File: src/rtl/bedrock_mem_pkg.sv
package bedrock_mem_pkg;

  // ----------------------------------------------------------------------
  // Memory message geometry
  // ----------------------------------------------------------------------

  localparam int mem_addr_width_lp = 16;
  localparam int mem_data_width_lp = 32;
  localparam int mem_tag_width_lp  = 4;

  typedef enum logic [0:0] {
    e_mem_rd = 1'b0,
    e_mem_wr = 1'b1
  } mem_op_e;

  // ----------------------------------------------------------------------
  // Command and response message
  // ----------------------------------------------------------------------

  // The tag is the requester id and comes back unchanged in the response
  typedef struct packed {
    mem_op_e                      opcode;
    logic [mem_addr_width_lp-1:0] addr;
    logic [mem_data_width_lp-1:0] data;
    logic [mem_tag_width_lp-1:0]  tag;
  } mem_msg_s;

endpackage

File: src/rtl/l2_pkg.sv
package l2_pkg;

  // ----------------------------------------------------------------------
  // Cache geometry
  // ----------------------------------------------------------------------

  localparam int addr_width_lp        = 16;
  localparam int word_width_lp        = 32;
  localparam int block_words_lp       = 4;
  localparam int sets_lp              = 8;

  localparam int index_width_lp       = $clog2(sets_lp);
  localparam int offset_width_lp      = $clog2(block_words_lp);
  localparam int byte_offset_width_lp = $clog2(word_width_lp / 8);
  localparam int tag_width_lp         = addr_width_lp - index_width_lp
                                        - offset_width_lp - byte_offset_width_lp;

  // Bit positions of the address fields
  localparam int word_lsb_lp          = byte_offset_width_lp;
  localparam int index_lsb_lp         = word_lsb_lp + offset_width_lp;
  localparam int tag_lsb_lp           = index_lsb_lp + index_width_lp;

  localparam int data_addr_width_lp   = index_width_lp + offset_width_lp;
  localparam int data_words_lp        = sets_lp * block_words_lp;

  // ----------------------------------------------------------------------
  // Cache and DMA types
  // ----------------------------------------------------------------------

  typedef enum logic [0:0] {
    e_ld_w = 1'b0,
    e_st_w = 1'b1
  } cache_op_e;

  typedef struct packed {
    cache_op_e                opcode;
    logic [addr_width_lp-1:0] addr;
    logic [word_width_lp-1:0] data;
  } cache_pkt_s;

  // Address is always block aligned
  typedef struct packed {
    logic                     write_not_read;
    logic [addr_width_lp-1:0] addr;
  } dma_pkt_s;

  typedef struct packed {
    logic                    valid;
    logic                    dirty;
    logic [tag_width_lp-1:0] tag;
  } tag_entry_s;

  typedef enum logic [2:0] {
    e_idle,
    e_lookup,
    e_evict_req,
    e_evict_data,
    e_fill_req,
    e_fill_data,
    e_reply
  } l2_state_e;

endpackage

File: src/rtl/mem_to_cache.sv
`timescale 1ns/1ps

module mem_to_cache
  (input                                      clk_i
   , input                                    rst_n_i

   , input  bedrock_mem_pkg::mem_msg_s        mem_cmd_i
   , input                                    mem_cmd_v_i
   , output logic                             mem_cmd_ready_and_o

   , output bedrock_mem_pkg::mem_msg_s        mem_resp_o
   , output logic                             mem_resp_v_o
   , input                                    mem_resp_yumi_i

   , output l2_pkg::cache_pkt_s               cache_pkt_o
   , output logic                             cache_pkt_v_o
   , input                                    cache_pkt_ready_i

   , input  [l2_pkg::word_width_lp-1:0]       cache_data_i
   , input                                    cache_data_v_i
   , output logic                             cache_data_yumi_o
   );

  // The held command becomes the response once the reply arrives
  bedrock_mem_pkg::mem_msg_s msg_r;
  logic full_r, sent_r, resp_v_r;

  assign mem_cmd_ready_and_o = ~full_r;
  assign cache_pkt_v_o       = full_r & ~sent_r;
  assign cache_data_yumi_o   = cache_data_v_i & sent_r & ~resp_v_r;
  assign mem_resp_v_o        = resp_v_r;
  assign mem_resp_o          = msg_r;

  always_comb begin
    if (msg_r.opcode == bedrock_mem_pkg::e_mem_wr)
      cache_pkt_o.opcode = l2_pkg::e_st_w;
    else
      cache_pkt_o.opcode = l2_pkg::e_ld_w;
    cache_pkt_o.addr = msg_r.addr;
    cache_pkt_o.data = msg_r.data;
  end

  always_ff @(posedge clk_i or negedge rst_n_i) begin
    if (!rst_n_i) begin
      full_r   <= 1'b0;
      sent_r   <= 1'b0;
      resp_v_r <= 1'b0;
    end else begin
      if (mem_cmd_v_i && mem_cmd_ready_and_o)
        full_r <= 1'b1;
      if (cache_pkt_v_o && cache_pkt_ready_i)
        sent_r <= 1'b1;
      if (cache_data_yumi_o)
        resp_v_r <= 1'b1;
      if (mem_resp_v_o && mem_resp_yumi_i) begin
        full_r   <= 1'b0;
        sent_r   <= 1'b0;
        resp_v_r <= 1'b0;
      end
    end
  end

  // A write keeps its own data as the response payload
  always_ff @(posedge clk_i) begin
    if (mem_cmd_v_i && mem_cmd_ready_and_o)
      msg_r <= mem_cmd_i;
    else if (cache_data_yumi_o && (msg_r.opcode == bedrock_mem_pkg::e_mem_rd))
      msg_r.data <= cache_data_i;
  end

endmodule

File: src/rtl/l2_tag_array.sv
`timescale 1ns/1ps

module l2_tag_array
  (input                                       clk_i
   , input                                     rst_n_i
   , input  [l2_pkg::index_width_lp-1:0]       idx_i
   , input                                     we_i
   , input  l2_pkg::tag_entry_s                wdata_i
   , output l2_pkg::tag_entry_s                rdata_o
   );

  logic [l2_pkg::sets_lp-1:0]      valid_r;
  logic [l2_pkg::sets_lp-1:0]      dirty_r;
  logic [l2_pkg::tag_width_lp-1:0] tag_r [l2_pkg::sets_lp];

  logic                            rd_valid_r;
  logic                            rd_dirty_r;
  logic [l2_pkg::tag_width_lp-1:0] rd_tag_r;

  assign rdata_o = '{valid: rd_valid_r, dirty: rd_dirty_r, tag: rd_tag_r};

  // The read is write-first so a lookup right after a fill sees the new entry
  always_ff @(posedge clk_i or negedge rst_n_i) begin
    if (!rst_n_i) begin
      valid_r    <= '0;
      rd_valid_r <= 1'b0;
    end else begin
      if (we_i)
        valid_r[idx_i] <= wdata_i.valid;
      rd_valid_r <= we_i ? wdata_i.valid : valid_r[idx_i];
    end
  end

  always_ff @(posedge clk_i) begin
    if (we_i) begin
      dirty_r[idx_i] <= wdata_i.dirty;
      tag_r[idx_i]   <= wdata_i.tag;
    end
    rd_dirty_r <= we_i ? wdata_i.dirty : dirty_r[idx_i];
    rd_tag_r   <= we_i ? wdata_i.tag : tag_r[idx_i];
  end

endmodule

File: src/rtl/l2_data_array.sv
`timescale 1ns/1ps

module l2_data_array
  (input                                         clk_i
   , input  [l2_pkg::data_addr_width_lp-1:0]     addr_i
   , input                                       we_i
   , input  [l2_pkg::word_width_lp-1:0]          wdata_i
   , output logic [l2_pkg::word_width_lp-1:0]    rdata_o
   );

  logic [l2_pkg::word_width_lp-1:0] mem_r [l2_pkg::data_words_lp];

  // The single port read returns the word held before a same-cycle write
  always_ff @(posedge clk_i) begin
    if (we_i)
      mem_r[addr_i] <= wdata_i;
    rdata_o <= mem_r[addr_i];
  end

endmodule

File: src/rtl/l2_ctrl.sv
`timescale 1ns/1ps

module l2_ctrl
  (input                                           clk_i
   , input                                         rst_n_i

   , input  l2_pkg::cache_pkt_s                    cache_pkt_i
   , input                                         cache_pkt_v_i
   , output logic                                  cache_pkt_ready_o

   , output logic [l2_pkg::word_width_lp-1:0]      cache_data_o
   , output logic                                  cache_data_v_o
   , input                                         cache_data_yumi_i

   , output logic [l2_pkg::index_width_lp-1:0]     tag_idx_o
   , output logic                                  tag_we_o
   , output l2_pkg::tag_entry_s                    tag_wdata_o
   , input  l2_pkg::tag_entry_s                    tag_rdata_i

   , output logic [l2_pkg::data_addr_width_lp-1:0] data_addr_o
   , output logic                                  data_we_o
   , output logic [l2_pkg::word_width_lp-1:0]      data_wdata_o
   , input  [l2_pkg::word_width_lp-1:0]            data_rdata_i

   , output l2_pkg::dma_pkt_s                      dma_pkt_o
   , output logic                                  dma_pkt_v_o
   , input                                         dma_pkt_yumi_i

   , input  [l2_pkg::word_width_lp-1:0]            dma_data_i
   , input                                         dma_data_v_i
   , output logic                                  dma_data_ready_and_o

   , output logic [l2_pkg::word_width_lp-1:0]      dma_data_o
   , output logic                                  dma_data_v_o
   , input                                         dma_data_yumi_i
   );

  l2_pkg::l2_state_e state_r, state_n;
  l2_pkg::cache_pkt_s pkt_r;
  logic [l2_pkg::offset_width_lp-1:0] beat_r, beat_n;

  logic [l2_pkg::tag_width_lp-1:0]    pkt_tag;
  logic [l2_pkg::index_width_lp-1:0]  pkt_idx, in_idx;
  logic [l2_pkg::offset_width_lp-1:0] pkt_word;
  logic hit, last_beat;

  assign pkt_tag  = pkt_r.addr[l2_pkg::tag_lsb_lp +: l2_pkg::tag_width_lp];
  assign pkt_idx  = pkt_r.addr[l2_pkg::index_lsb_lp +: l2_pkg::index_width_lp];
  assign pkt_word = pkt_r.addr[l2_pkg::word_lsb_lp +: l2_pkg::offset_width_lp];
  assign in_idx   = cache_pkt_i.addr[l2_pkg::index_lsb_lp +: l2_pkg::index_width_lp];

  assign hit       = tag_rdata_i.valid && (tag_rdata_i.tag == pkt_tag);
  assign last_beat = &beat_r;

  // Both the reply and the eviction stream come straight off the data array
  assign cache_pkt_ready_o    = (state_r == l2_pkg::e_idle);
  assign cache_data_v_o       = (state_r == l2_pkg::e_reply);
  assign cache_data_o         = data_rdata_i;
  assign dma_data_v_o         = (state_r == l2_pkg::e_evict_data);
  assign dma_data_o           = data_rdata_i;
  assign dma_data_ready_and_o = (state_r == l2_pkg::e_fill_data);
  assign dma_pkt_v_o          = (state_r == l2_pkg::e_evict_req)
                                || (state_r == l2_pkg::e_fill_req);

  always_comb begin
    dma_pkt_o.write_not_read = (state_r == l2_pkg::e_evict_req);
    if (state_r == l2_pkg::e_evict_req)
      dma_pkt_o.addr = {tag_rdata_i.tag, pkt_idx, {l2_pkg::index_lsb_lp{1'b0}}};
    else
      dma_pkt_o.addr = {pkt_tag, pkt_idx, {l2_pkg::index_lsb_lp{1'b0}}};
  end

  // ----------------------------------------------------------------------
  // Next state and array control
  // ----------------------------------------------------------------------

  always_comb begin
    state_n      = state_r;
    beat_n       = beat_r;
    tag_idx_o    = pkt_idx;
    tag_we_o     = 1'b0;
    tag_wdata_o  = '{valid: 1'b1, dirty: 1'b0, tag: pkt_tag};
    data_addr_o  = {pkt_idx, pkt_word};
    data_we_o    = 1'b0;
    data_wdata_o = pkt_r.data;

    case (state_r)
      l2_pkg::e_idle: begin
        // Present the incoming index so the lookup sees its tag entry next cycle
        tag_idx_o = in_idx;
        if (cache_pkt_v_i)
          state_n = l2_pkg::e_lookup;
      end
      l2_pkg::e_lookup: begin
        if (hit) begin
          state_n = l2_pkg::e_reply;
          if (pkt_r.opcode == l2_pkg::e_st_w) begin
            data_we_o         = 1'b1;
            tag_we_o          = 1'b1;
            tag_wdata_o.dirty = 1'b1;
          end
        end else if (tag_rdata_i.valid && tag_rdata_i.dirty) begin
          state_n = l2_pkg::e_evict_req;
        end else begin
          state_n = l2_pkg::e_fill_req;
        end
      end
      l2_pkg::e_evict_req: begin
        data_addr_o = {pkt_idx, beat_r};
        if (dma_pkt_yumi_i)
          state_n = l2_pkg::e_evict_data;
      end
      l2_pkg::e_evict_data: begin
        if (dma_data_yumi_i) begin
          beat_n = beat_r + 1'b1;
          if (last_beat)
            state_n = l2_pkg::e_fill_req;
        end
        // Read ahead so the next word is ready the cycle after a yumi
        data_addr_o = {pkt_idx, beat_n};
      end
      l2_pkg::e_fill_req: begin
        if (dma_pkt_yumi_i)
          state_n = l2_pkg::e_fill_data;
      end
      l2_pkg::e_fill_data: begin
        data_addr_o  = {pkt_idx, beat_r};
        data_wdata_o = dma_data_i;
        if (dma_data_v_i) begin
          data_we_o = 1'b1;
          beat_n    = beat_r + 1'b1;
          if (last_beat) begin
            tag_we_o = 1'b1;
            state_n  = l2_pkg::e_lookup;
          end
        end
      end
      l2_pkg::e_reply: begin
        if (cache_data_yumi_i)
          state_n = l2_pkg::e_idle;
      end
      default: state_n = l2_pkg::e_idle;
    endcase
  end

  always_ff @(posedge clk_i or negedge rst_n_i) begin
    if (!rst_n_i) begin
      state_r <= l2_pkg::e_idle;
      beat_r  <= '0;
    end else begin
      state_r <= state_n;
      beat_r  <= beat_n;
    end
  end

  always_ff @(posedge clk_i) begin
    if (cache_pkt_v_i && cache_pkt_ready_o)
      pkt_r <= cache_pkt_i;
  end

endmodule

File: src/rtl/l2_mem_top.sv
`timescale 1ns/1ps

module l2_mem_top
  (input                                       clk_i
   , input                                     rst_n_i

   , input  bedrock_mem_pkg::mem_msg_s         mem_cmd_i
   , input                                     mem_cmd_v_i
   , output logic                              mem_cmd_ready_and_o

   , output bedrock_mem_pkg::mem_msg_s         mem_resp_o
   , output logic                              mem_resp_v_o
   , input                                     mem_resp_yumi_i

   , output l2_pkg::dma_pkt_s                  dma_pkt_o
   , output logic                              dma_pkt_v_o
   , input                                     dma_pkt_yumi_i

   , input  [l2_pkg::word_width_lp-1:0]        dma_data_i
   , input                                     dma_data_v_i
   , output logic                              dma_data_ready_and_o

   , output logic [l2_pkg::word_width_lp-1:0]  dma_data_o
   , output logic                              dma_data_v_o
   , input                                     dma_data_yumi_i
   );

  // ----------------------------------------------------------------------
  // Bridge to cache controller
  // ----------------------------------------------------------------------

  l2_pkg::cache_pkt_s cache_pkt;
  logic cache_pkt_v, cache_pkt_ready;
  logic [l2_pkg::word_width_lp-1:0] cache_data;
  logic cache_data_v, cache_data_yumi;

  mem_to_cache
   mem_to_cache
    (.clk_i(clk_i)
     ,.rst_n_i(rst_n_i)

     ,.mem_cmd_i(mem_cmd_i)
     ,.mem_cmd_v_i(mem_cmd_v_i)
     ,.mem_cmd_ready_and_o(mem_cmd_ready_and_o)

     ,.mem_resp_o(mem_resp_o)
     ,.mem_resp_v_o(mem_resp_v_o)
     ,.mem_resp_yumi_i(mem_resp_yumi_i)

     ,.cache_pkt_o(cache_pkt)
     ,.cache_pkt_v_o(cache_pkt_v)
     ,.cache_pkt_ready_i(cache_pkt_ready)

     ,.cache_data_i(cache_data)
     ,.cache_data_v_i(cache_data_v)
     ,.cache_data_yumi_o(cache_data_yumi)
     );

  // ----------------------------------------------------------------------
  // Controller and arrays
  // ----------------------------------------------------------------------

  logic [l2_pkg::index_width_lp-1:0] tag_idx;
  logic tag_we;
  l2_pkg::tag_entry_s tag_wdata, tag_rdata;

  logic [l2_pkg::data_addr_width_lp-1:0] data_addr;
  logic data_we;
  logic [l2_pkg::word_width_lp-1:0] data_wdata, data_rdata;

  l2_ctrl
   ctrl
    (.clk_i(clk_i)
     ,.rst_n_i(rst_n_i)

     ,.cache_pkt_i(cache_pkt)
     ,.cache_pkt_v_i(cache_pkt_v)
     ,.cache_pkt_ready_o(cache_pkt_ready)

     ,.cache_data_o(cache_data)
     ,.cache_data_v_o(cache_data_v)
     ,.cache_data_yumi_i(cache_data_yumi)

     ,.tag_idx_o(tag_idx)
     ,.tag_we_o(tag_we)
     ,.tag_wdata_o(tag_wdata)
     ,.tag_rdata_i(tag_rdata)

     ,.data_addr_o(data_addr)
     ,.data_we_o(data_we)
     ,.data_wdata_o(data_wdata)
     ,.data_rdata_i(data_rdata)

     ,.dma_pkt_o(dma_pkt_o)
     ,.dma_pkt_v_o(dma_pkt_v_o)
     ,.dma_pkt_yumi_i(dma_pkt_yumi_i)

     ,.dma_data_i(dma_data_i)
     ,.dma_data_v_i(dma_data_v_i)
     ,.dma_data_ready_and_o(dma_data_ready_and_o)

     ,.dma_data_o(dma_data_o)
     ,.dma_data_v_o(dma_data_v_o)
     ,.dma_data_yumi_i(dma_data_yumi_i)
     );

  l2_tag_array
   tag_array
    (.clk_i(clk_i)
     ,.rst_n_i(rst_n_i)
     ,.idx_i(tag_idx)
     ,.we_i(tag_we)
     ,.wdata_i(tag_wdata)
     ,.rdata_o(tag_rdata)
     );

  l2_data_array
   data_array
    (.clk_i(clk_i)
     ,.addr_i(data_addr)
     ,.we_i(data_we)
     ,.wdata_i(data_wdata)
     ,.rdata_o(data_rdata)
     );

endmodule

File: config.mk
export PLATFORM = sky130hd
export DESIGN_NAME = l2_mem_top
export DESIGN_NICKNAME = d
export VERILOG_FILES = /design/src/rtl/bedrock_mem_pkg.sv /design/src/rtl/l2_pkg.sv /design/src/rtl/mem_to_cache.sv /design/src/rtl/l2_tag_array.sv /design/src/rtl/l2_data_array.sv /design/src/rtl/l2_ctrl.sv /design/src/rtl/l2_mem_top.sv
export SDC_FILE = /design/constraint.sdc
export NUM_CORES = 1
export LEC_CHECK = 0
export BUFFER_PORTS_ARGS = -buffer_cell sky130_fd_sc_hd__clkbuf_2
export CELL_PAD_IN_SITES_DETAIL_PLACEMENT = 0
export CELL_PAD_IN_SITES_GLOBAL_PLACEMENT = 1
export CORE_ASPECT_RATIO = 0.6
export CORE_MARGIN = 2
export CORE_UTILIZATION = 52
export CTS_CLUSTER_DIAMETER = 120
export DETAILED_ROUTE_END_ITERATION = 10
export PLACE_DENSITY = 0.88
export SETUP_SLACK_MARGIN = 0.1
export SYNTH_ARGS = -nofsm -noshare
export SYNTH_HDL_FRONTEND = slang
export SYNTH_SLANG_ARGS = --single-unit
File: constraint.sdc
create_clock -name clk_i -period 6 [get_ports clk_i]
set_clock_uncertainty 0.2 [all_clocks]
set_input_delay 0.9 -clock clk_i [delete_from_list [all_inputs] [get_ports clk_i]]
set_output_delay 0.9 -clock clk_i [all_outputs]
set_load 0.02 [all_outputs]
==> key figures, run 1 <==
Worst setup path
  • CP Launch Type: register
  • Bufs and invs on worst path: 3
  • Max stage delay on crit path: roughly 0.70 ns
  • CP Depth: 10
  • Worst path most repeated cell: buf_4
  • Crit path cell chain: buf_4 -> mux2i_1 -> a22oi_1 -> a21o_1 -> a211o_1 -> nor4_4 -> a32oi_4 -> buf_4 -> nor3_4 -> buf_4
  • Critical path arrival: 4.98 ns
  • Crit Path Max Fanout: 32
  • Worst reg2reg endpoint: data_array.mem_r[23][9]$_DFFE_PP_
  • Flop-to-flop setup slack: approximately 1.2 ns
  • Crit path to: data_array.mem_r[23][9]$_DFFE_PP_
  • CP Class: register to register
  • Family with the most delay on the worst path: buffers and inverters
  • Slowest cell on crit path: dfxtp_1
  • Worst r2r path cells: 10
  • CP required: 6.15 ns
  • Setup crit end kind: register

Placement
  • Port-buffer cells: between 150 and 200
  • Placed cells: 4444
  • Placed inst area: 51800 um^2
  • DP HPWL: 87.1 mm
  • Routability cong.: 0.915
  • Pre-CTS setup slack: between 1 and 1.5 ns

Power
  • Switch Pwr: 9.34 mW
  • Pwr Density: 475 nW/um^2
  • Net Sw Frac: 0.355
  • Logic gate share of total power: 0.313
  • P_int: 16.9 mW
  • Sequential power share: 0.426
  • Pwr Total: 26.3 mW
  • Clock share of power: 0.261
  • Leak: ~20 nW
  • Max VDD drop: approximately 0.38 mV

Finish
  • Number of nets in the layout: 3415
  • Share of cells above drive strength 1: 0.175
  • Post-layout util: 0.599
  • Diodes inserted: 0
  • Design Area, Final: 55300 um^2
  • Area growth, synth to finish: 13.8%
  • Layout Cells excl Fill: 4644

Timing
  • Hold WS: 0.160 ns
  • RSZ-0062 raised after global routing: false
  • Period utilization: 0.806
  • # setup viols final: 0
  • Final Max Tran Viols: 0
  • Actual slew at the worst max-slew pin: ~1.3 ns
  • Slew headroom: 0.140
  • Setup_tns: 0 ns
  • Hold Violations, Final: 0
  • Final worst setup slack: about 1.2 ns
  • Final min period: approximately 4.8 ns
  • Fmax achieved: 207 MHz

Synthesis
  • Main flop type after synthesis: edfxtp_1
  • Flop and latch count out of synthesis: around 1300
  • Mean post-synth cell area: 16.0 um^2
  • Synth warn: 0
  • Post-Syn Area: a little under 50000 um^2
  • Cells after Synth: around 3000
  • Netlist cell types: 70
  • Post-synth EDFFs: 1204
  • Seq/Total Area, Yosys: 0.768
  • Post-synth ARST share: 0.0135

Route
  • DR vias: about 29000
  • DRT Pass-1 Iters: 6
  • WL per Instance: 30.0 um
  • Vias/cell: between 6 and 7
  • Residual DRC: 0
  • Final ANT Viol Nets: 0
  • 1st-iter DRT viols: about 5300
  • DRT Wirelength: about 140 mm

Global route
  • Initial antenna violation count: 4
  • Gr ovfl total: 0
  • GRT Overall Usage: 0.288
  • Number of global-route vias before repair: 27200
  • First-pass GRT wire length: 196 mm
  • Largest net degree at the start of global routing: around 100

Clock network
  • Setup Fix Bufs, Post-CTS: 0
  • Hold Buf Count CTS: 1
  • Total CTS buffers: approximately 110
  • CTS root buffer: clkbuf_16
  • CTS tree: built
  • Clock buffer depth: 3
  • Worst-Skew Late Latency: 0.72 ns
  • CTS sink count: about 1300
  • H-tree depth: 3
  • CTS clk-pin slew, worst paths: 0.07 ns
  • Cts repair resizes: 0

Die
  • Io pins: ~200
  • Starting Density: 0.527
  • Die width: 399 um
  • Die area: 96000 um^2
  • Core Region: 92200 um^2
  • Chip Height: 241 um
  • FP Rows: between 80 and 90

Worst hold path
  • Hold Path Depth: 1
  • Hold WC Path Type: input port to register

Job
  • Max-Cap Viols: 0

Status
  • Status: completed
==> sequential cells by signal (all words and copies together), names as in the netlist, 2 cells and up, named ones only <==
register / flops
mem_to_cache.cache_pkt_o: 48
ctrl.pkt_idx: 3
tag_array.dirty_r: 8
ctrl.state_r: 3
tag_array.tag_r: 72
ctrl.beat_r: 2
tag_array.valid_r: 8
ctrl.pkt_r: 35
data_array.mem_r: 1024
data_array.rdata_o: 32
ctrl.tag_wdata_o: 9
mem_to_cache.mem_resp_o: 5
==> metal layers <==
metal | part of all wire | up-vias | wire length [um] | GRT usage
met5 | 0.000057 | - | 8 | 0
met4 | 0.033 | 2 | 4600 | 0.0949
met3 | 0.15 | 296 | 21400 | 0.0839
met2 | 0.42 | 2295 | 58200 | 0.397
met1 | 0.40 | 14500 | 55300 | 0.440
li1 | - | 12300 | - | -
==> kinds of logic after synthesis <==
logic type      share of synthesized area
other cells                     0.0000772
buf+inv                            0.0185
compound gates                     0.0531
xor+xnor                         0.000901
mux                                0.0828
simple gates                       0.0765
fa+ha+maj                        0.000258
flops                               0.768
==> worst register-to-register path, delay by kind of cell (launching register included) <==
family | cells | cell delay [ns]
flip-flops | 1 | 0.70
multiplexers | 1 | 0.23
AND/OR/NAND/NOR | 2 | 1.09
buffers and inverters | 3 | 1.35
AO/OA/AOI/OAI | 4 | 0.89
==> synthesized netlist by cell type (all sizes together), types with 5 or more instances <==
library cell,number,area [um^2]
a211oi,22,165
a21oi,116,581
a22o,7,61.3
a22oi,5,37.5
a311oi,23,201
a31oi,10,62.6
and2,6,37.5
and3,24,150
buf,86,507
clkbuf,94,353
dfrtp,17,425
dfxtp,36,721
edfxtp,1204,36200
inv,8,30.0
mux2,33,372
mux2i,355,3550
nand2,495,1860
nand2b,8,50.1
nand3,92,465
nand3b,8,63.8
nand4,14,87.6
nor2,15,58.8
nor2b,5,31.3
nor3,40,350
nor4,57,387
o21ai,39,195
o221ai,7,61.3
o22ai,154,963
o31ai,6,45.0
or2,5,31.3
xnor2,5,43.8
==> final cells by class <==
class	count	area, um^2
Sequential cell	1257	37300
Fill cell	6683	36900
Clock inverter	57	533
Inverter	10	37.5
Timing Repair Buffer	347	2320
Clock buffer	142	2890
Tap cell	1232	1540
Multi-Input combinational cell	1599	10700
==> power groups by stage <==
stage	Combinational [mW]	Clock (mW)	Sequential (mW)
floorplan	4.89	0	11.4
global placement	7.89	0	11.4
detailed placement	8.01	0	11.4
CTS	8.06	6.90	11.2
global route	8.60	7.23	11.2
finish	8.22	6.86	11.2
==> layout by cell type, fill, tap and decap left out, drive strengths merged, types with 5 or more instances in the layout <==
master    count
edfxtp     1204
nand2       495
mux2i       355
clkbuf      336
o22ai       154
buf         152
a21oi       116
nand3        92
nor4         57
nor3         40
clkinv       40
o21ai        39
dfxtp        36
mux2         33
and3         24
a311oi       23
a211oi       22
dfrtp        17
nor2         15
inv          15
nand4        14
a31oi        10
nand2b        8
nand3b        8
a22o          7
o221ai        7
clkinvlp      7
o31ai         6
and2          6
a22oi         5
xnor2         5
bufinv        5
nor2b         5
or2           5
==> worst min path at each step <==
stage	startpoint	to
after floorplan	tag_array.valid_r[1]$_DFFE_PN0P_	tag_array.valid_r[1]$_DFFE_PN0P_
after global placement	mem_to_cache.cache_pkt_o[17]$_DFFE_PP_	ctrl.pkt_r[17]$_DFFE_PP_
after detailed placement	mem_to_cache.cache_pkt_o[15]$_DFFE_PP_	ctrl.pkt_r[15]$_DFFE_PP_
after CTS	mem_cmd_i[2]	mem_to_cache.mem_resp_o[2]$_DFFE_PP_
after global routing	mem_cmd_i[46]	mem_to_cache.cache_pkt_o[42]$_DFFE_PP_
final	mem_cmd_i[45]	mem_to_cache.cache_pkt_o[41]$_DFFE_PP_
Note: power is estimated with default switching activity, not from simulation.
==> run 2: changes to the inputs <==
clock period = 4.7 ns   (was 6 ns; I/O delays follow)
==> key figures, run 2 (same netlist as run 1, synthesis figures left out) <==
Job
  • Max-Cap Viols: 0 (unchanged)

Worst setup path
  • CP Class: register to register
  • Setup crit end kind: register
  • Flop-to-flop setup slack: 0.28 ns (-0.88 ns)
  • Critical path arrival: 4.56 ns (-0.42 ns)
  • Crit path to: data_array.mem_r[7][16]$_DFFE_PP_
  • CP Launch Type: register
  • Crit Path Max Fanout: 25 (-22%)
  • Worst reg2reg endpoint: data_array.mem_r[7][16]$_DFFE_PP_
  • CP required: 4.85 ns (-1.30 ns)
  • Worst r2r path cells: 9 (-1)

Finish
  • Area growth, synth to finish: 15.4%
  • Most frequent cells in the layout: edfxtp_1 (1204), nand2_1 (492), mux2i_1 (355)
  • Max reg flops: 1024 (unchanged)
  • Layout Cells excl Fill: 4723 (+1.7%)
  • Commonest non-fill, non-tap cell in the layout: edfxtp_1
  • Share of cells above drive strength 1: 0.186 (+0.0110)
  • Number of nets in the layout: 3489 (+2.2%)
  • Largest register by flop count: data_array.mem_r

Route
  • Vias/cell: 6.38 (+0.63%)
  • DR vias: 30200 (+2.3%)
  • Final ANT Viol Nets: 0 (unchanged)
  • DRT Pass-1 Iters: 5 (-1)
  • 1st-iter DRT viols: 5047 (-4.5%)
  • WL per Instance: 31.4 um (+4.4%)
  • DRT Wirelength: 148 mm (+6.2%)
  • Residual DRC: 0 (unchanged)

Power
  • Clock share of power: 0.262 (about the same)
  • Sequential power share: 0.410 (-0.016)
  • Pwr Density: 617 nW/um^2 (+30%)
  • Max VDD drop: 0.441 mV (+16%)
  • Net Sw Frac: 0.359 (+0.00349)
  • Logic gate share of total power: 0.328 (+0.015)
  • Switch Pwr: 12.4 mW (+33%)
  • P_int: 22.2 mW (+31%)
  • Leak: 20.0 nW (+2.4%)

Clock network
  • CTS tree: built
  • Cts repair resizes: 0 (unchanged)
  • Worst-Skew Late Latency: 0.73 ns (about the same)
  • CTS clk-pin slew, worst paths: 0.07 ns (about the same)
  • CTS root buffer: clkbuf_16
  • H-tree depth: 3 (unchanged)
  • CTS sink count: 1257 (unchanged)
  • Total CTS buffers: 110 (+2.8%)
  • Clock buffer depth: 3 (unchanged)

Timing
  • Slew headroom: 0.128 (-0.0123)
  • Final min period: 4.42 ns (-0.415 ns)
  • Setup_tns: 0 ns (unchanged)
  • # setup viols final: 0 (unchanged)
  • Actual slew at the worst max-slew pin: 1.30 ns (+0.0184 ns)
  • Period utilization: 0.940 (+0.134)
  • RSZ-0062 raised after global routing: false
  • Fmax achieved: 226 MHz (+9.4%)
  • Final Max Tran Viols: 0 (unchanged)
  • Hold Violations, Final: 0 (unchanged)

Die
  • Die width: 399 um (unchanged)
  • Starting Density: 0.527 (unchanged)
  • Io pins: 199 (unchanged)
  • Chip Height: 241 um (unchanged)
  • FP Rows: 86 (unchanged)
  • Core Region: 92200 um^2 (unchanged)
  • Die area: 96000 um^2 (unchanged)

Global route
  • GRT Overall Usage: 0.308 (+0.0197)
  • Number of global-route vias before repair: 27900 (+2.6%)
  • First-pass GRT wire length: 206 mm (+5.4%)
  • Gr ovfl total: 0 (unchanged)
  • Largest net degree at the start of global routing: 80 (-23%)
  • Initial antenna violation count: 3 (-1)

Placement
  • Port-buffer cells: 194 (unchanged)
  • DP HPWL: 95.1 mm (+9.2%)
  • Placed cells: 4493 (+1.1%)
  • Routability cong.: 0.938 (+2.4%)

Worst hold path
  • Hold Path Depth: 3 (+2)
  • Hold WC Path Type: input port to register
  • Min-delay src: mem_cmd_v_i

Status
  • Status: completed
run 2: final cells by class:
type / count / area, um^2
flip-flops and latches: 1257 / 37300
well taps: 1232 / 1540
diodes: 1 / 2.50
repair buffers: 418 / 2940
clock buffers: 157 / 3060
inverters: 10 / 37.5
multi-input cells: 1599 / 10700
clock inverters: 49 / 510
fillers: 6614 / 36200
run 2: worst min path at each step:
stage / endpoint / slack (ns)
detailed placement: ctrl.pkt_r[20]$_DFFE_PP_ / 0.23
global route: mem_to_cache.full_r$_DFFE_PN0P_ / 0.04
floorplan: ctrl.beat_r[0]$_DFFE_PN0P_ / 0.21
global placement: ctrl.pkt_r[13]$_DFFE_PP_ / 0.23
CTS: mem_to_cache.full_r$_DFFE_PN0P_ / 0.01
finish: mem_to_cache.full_r$_DFFE_PN0P_ / 0.06
run 2: per-stage QoR:
stage,instance area (um^2),util,hold WS [ns],power (mW),worst slack [ns]
2_1_floorplan,48600,-,0.209,20.8,0.615
3_3_place_gp,52200,0.567,0.231,25.1,0.479
3_5_place_dp,52200,0.567,0.233,25.3,0.393
4_1_cts,56100,0.608,0.0124,34.3,0.383
5_1_grt,56100,0.608,0.0435,35.6,0.159
6_report,56100,0.608,0.0567,34.6,0.282
run 2: power groups by stage:
stage | combinational (mW) | sequential (mW) | clock (mW)
after floorplan | 6.25 | 14.5 | 0
after global placement | 10.7 | 14.4 | 0
after detailed placement | 10.9 | 14.4 | 0
after CTS | 11.0 | 14.2 | 9.12
after global routing | 11.8 | 14.2 | 9.57
final | 11.3 | 14.2 | 9.08
run 2: critical path, stage by stage (launching register included):
cell     delay, ns
dfxtp_1       0.60
nor2b_1       0.44
a22oi_1       0.21
a21o_1        0.20
a211o_1       0.35
nor4_4        0.42
a32oi_4       0.50
buf_4         0.36
nor3_4        0.17
buf_4         0.55
run 2: what timing repair did:
action,CTS,global route
hold buffers,23,0
hold endpoints to repair,41,0
setup buffers,0,0
run 2: routing by layer:
metal  track usage  wire length (um)  vias up
li1              -                 -    12500
met1         0.460             58400    15000
met2         0.405             59100     2490
met3         0.148             27600      225
met4        0.0679              3150        0
met5             0                 0        -
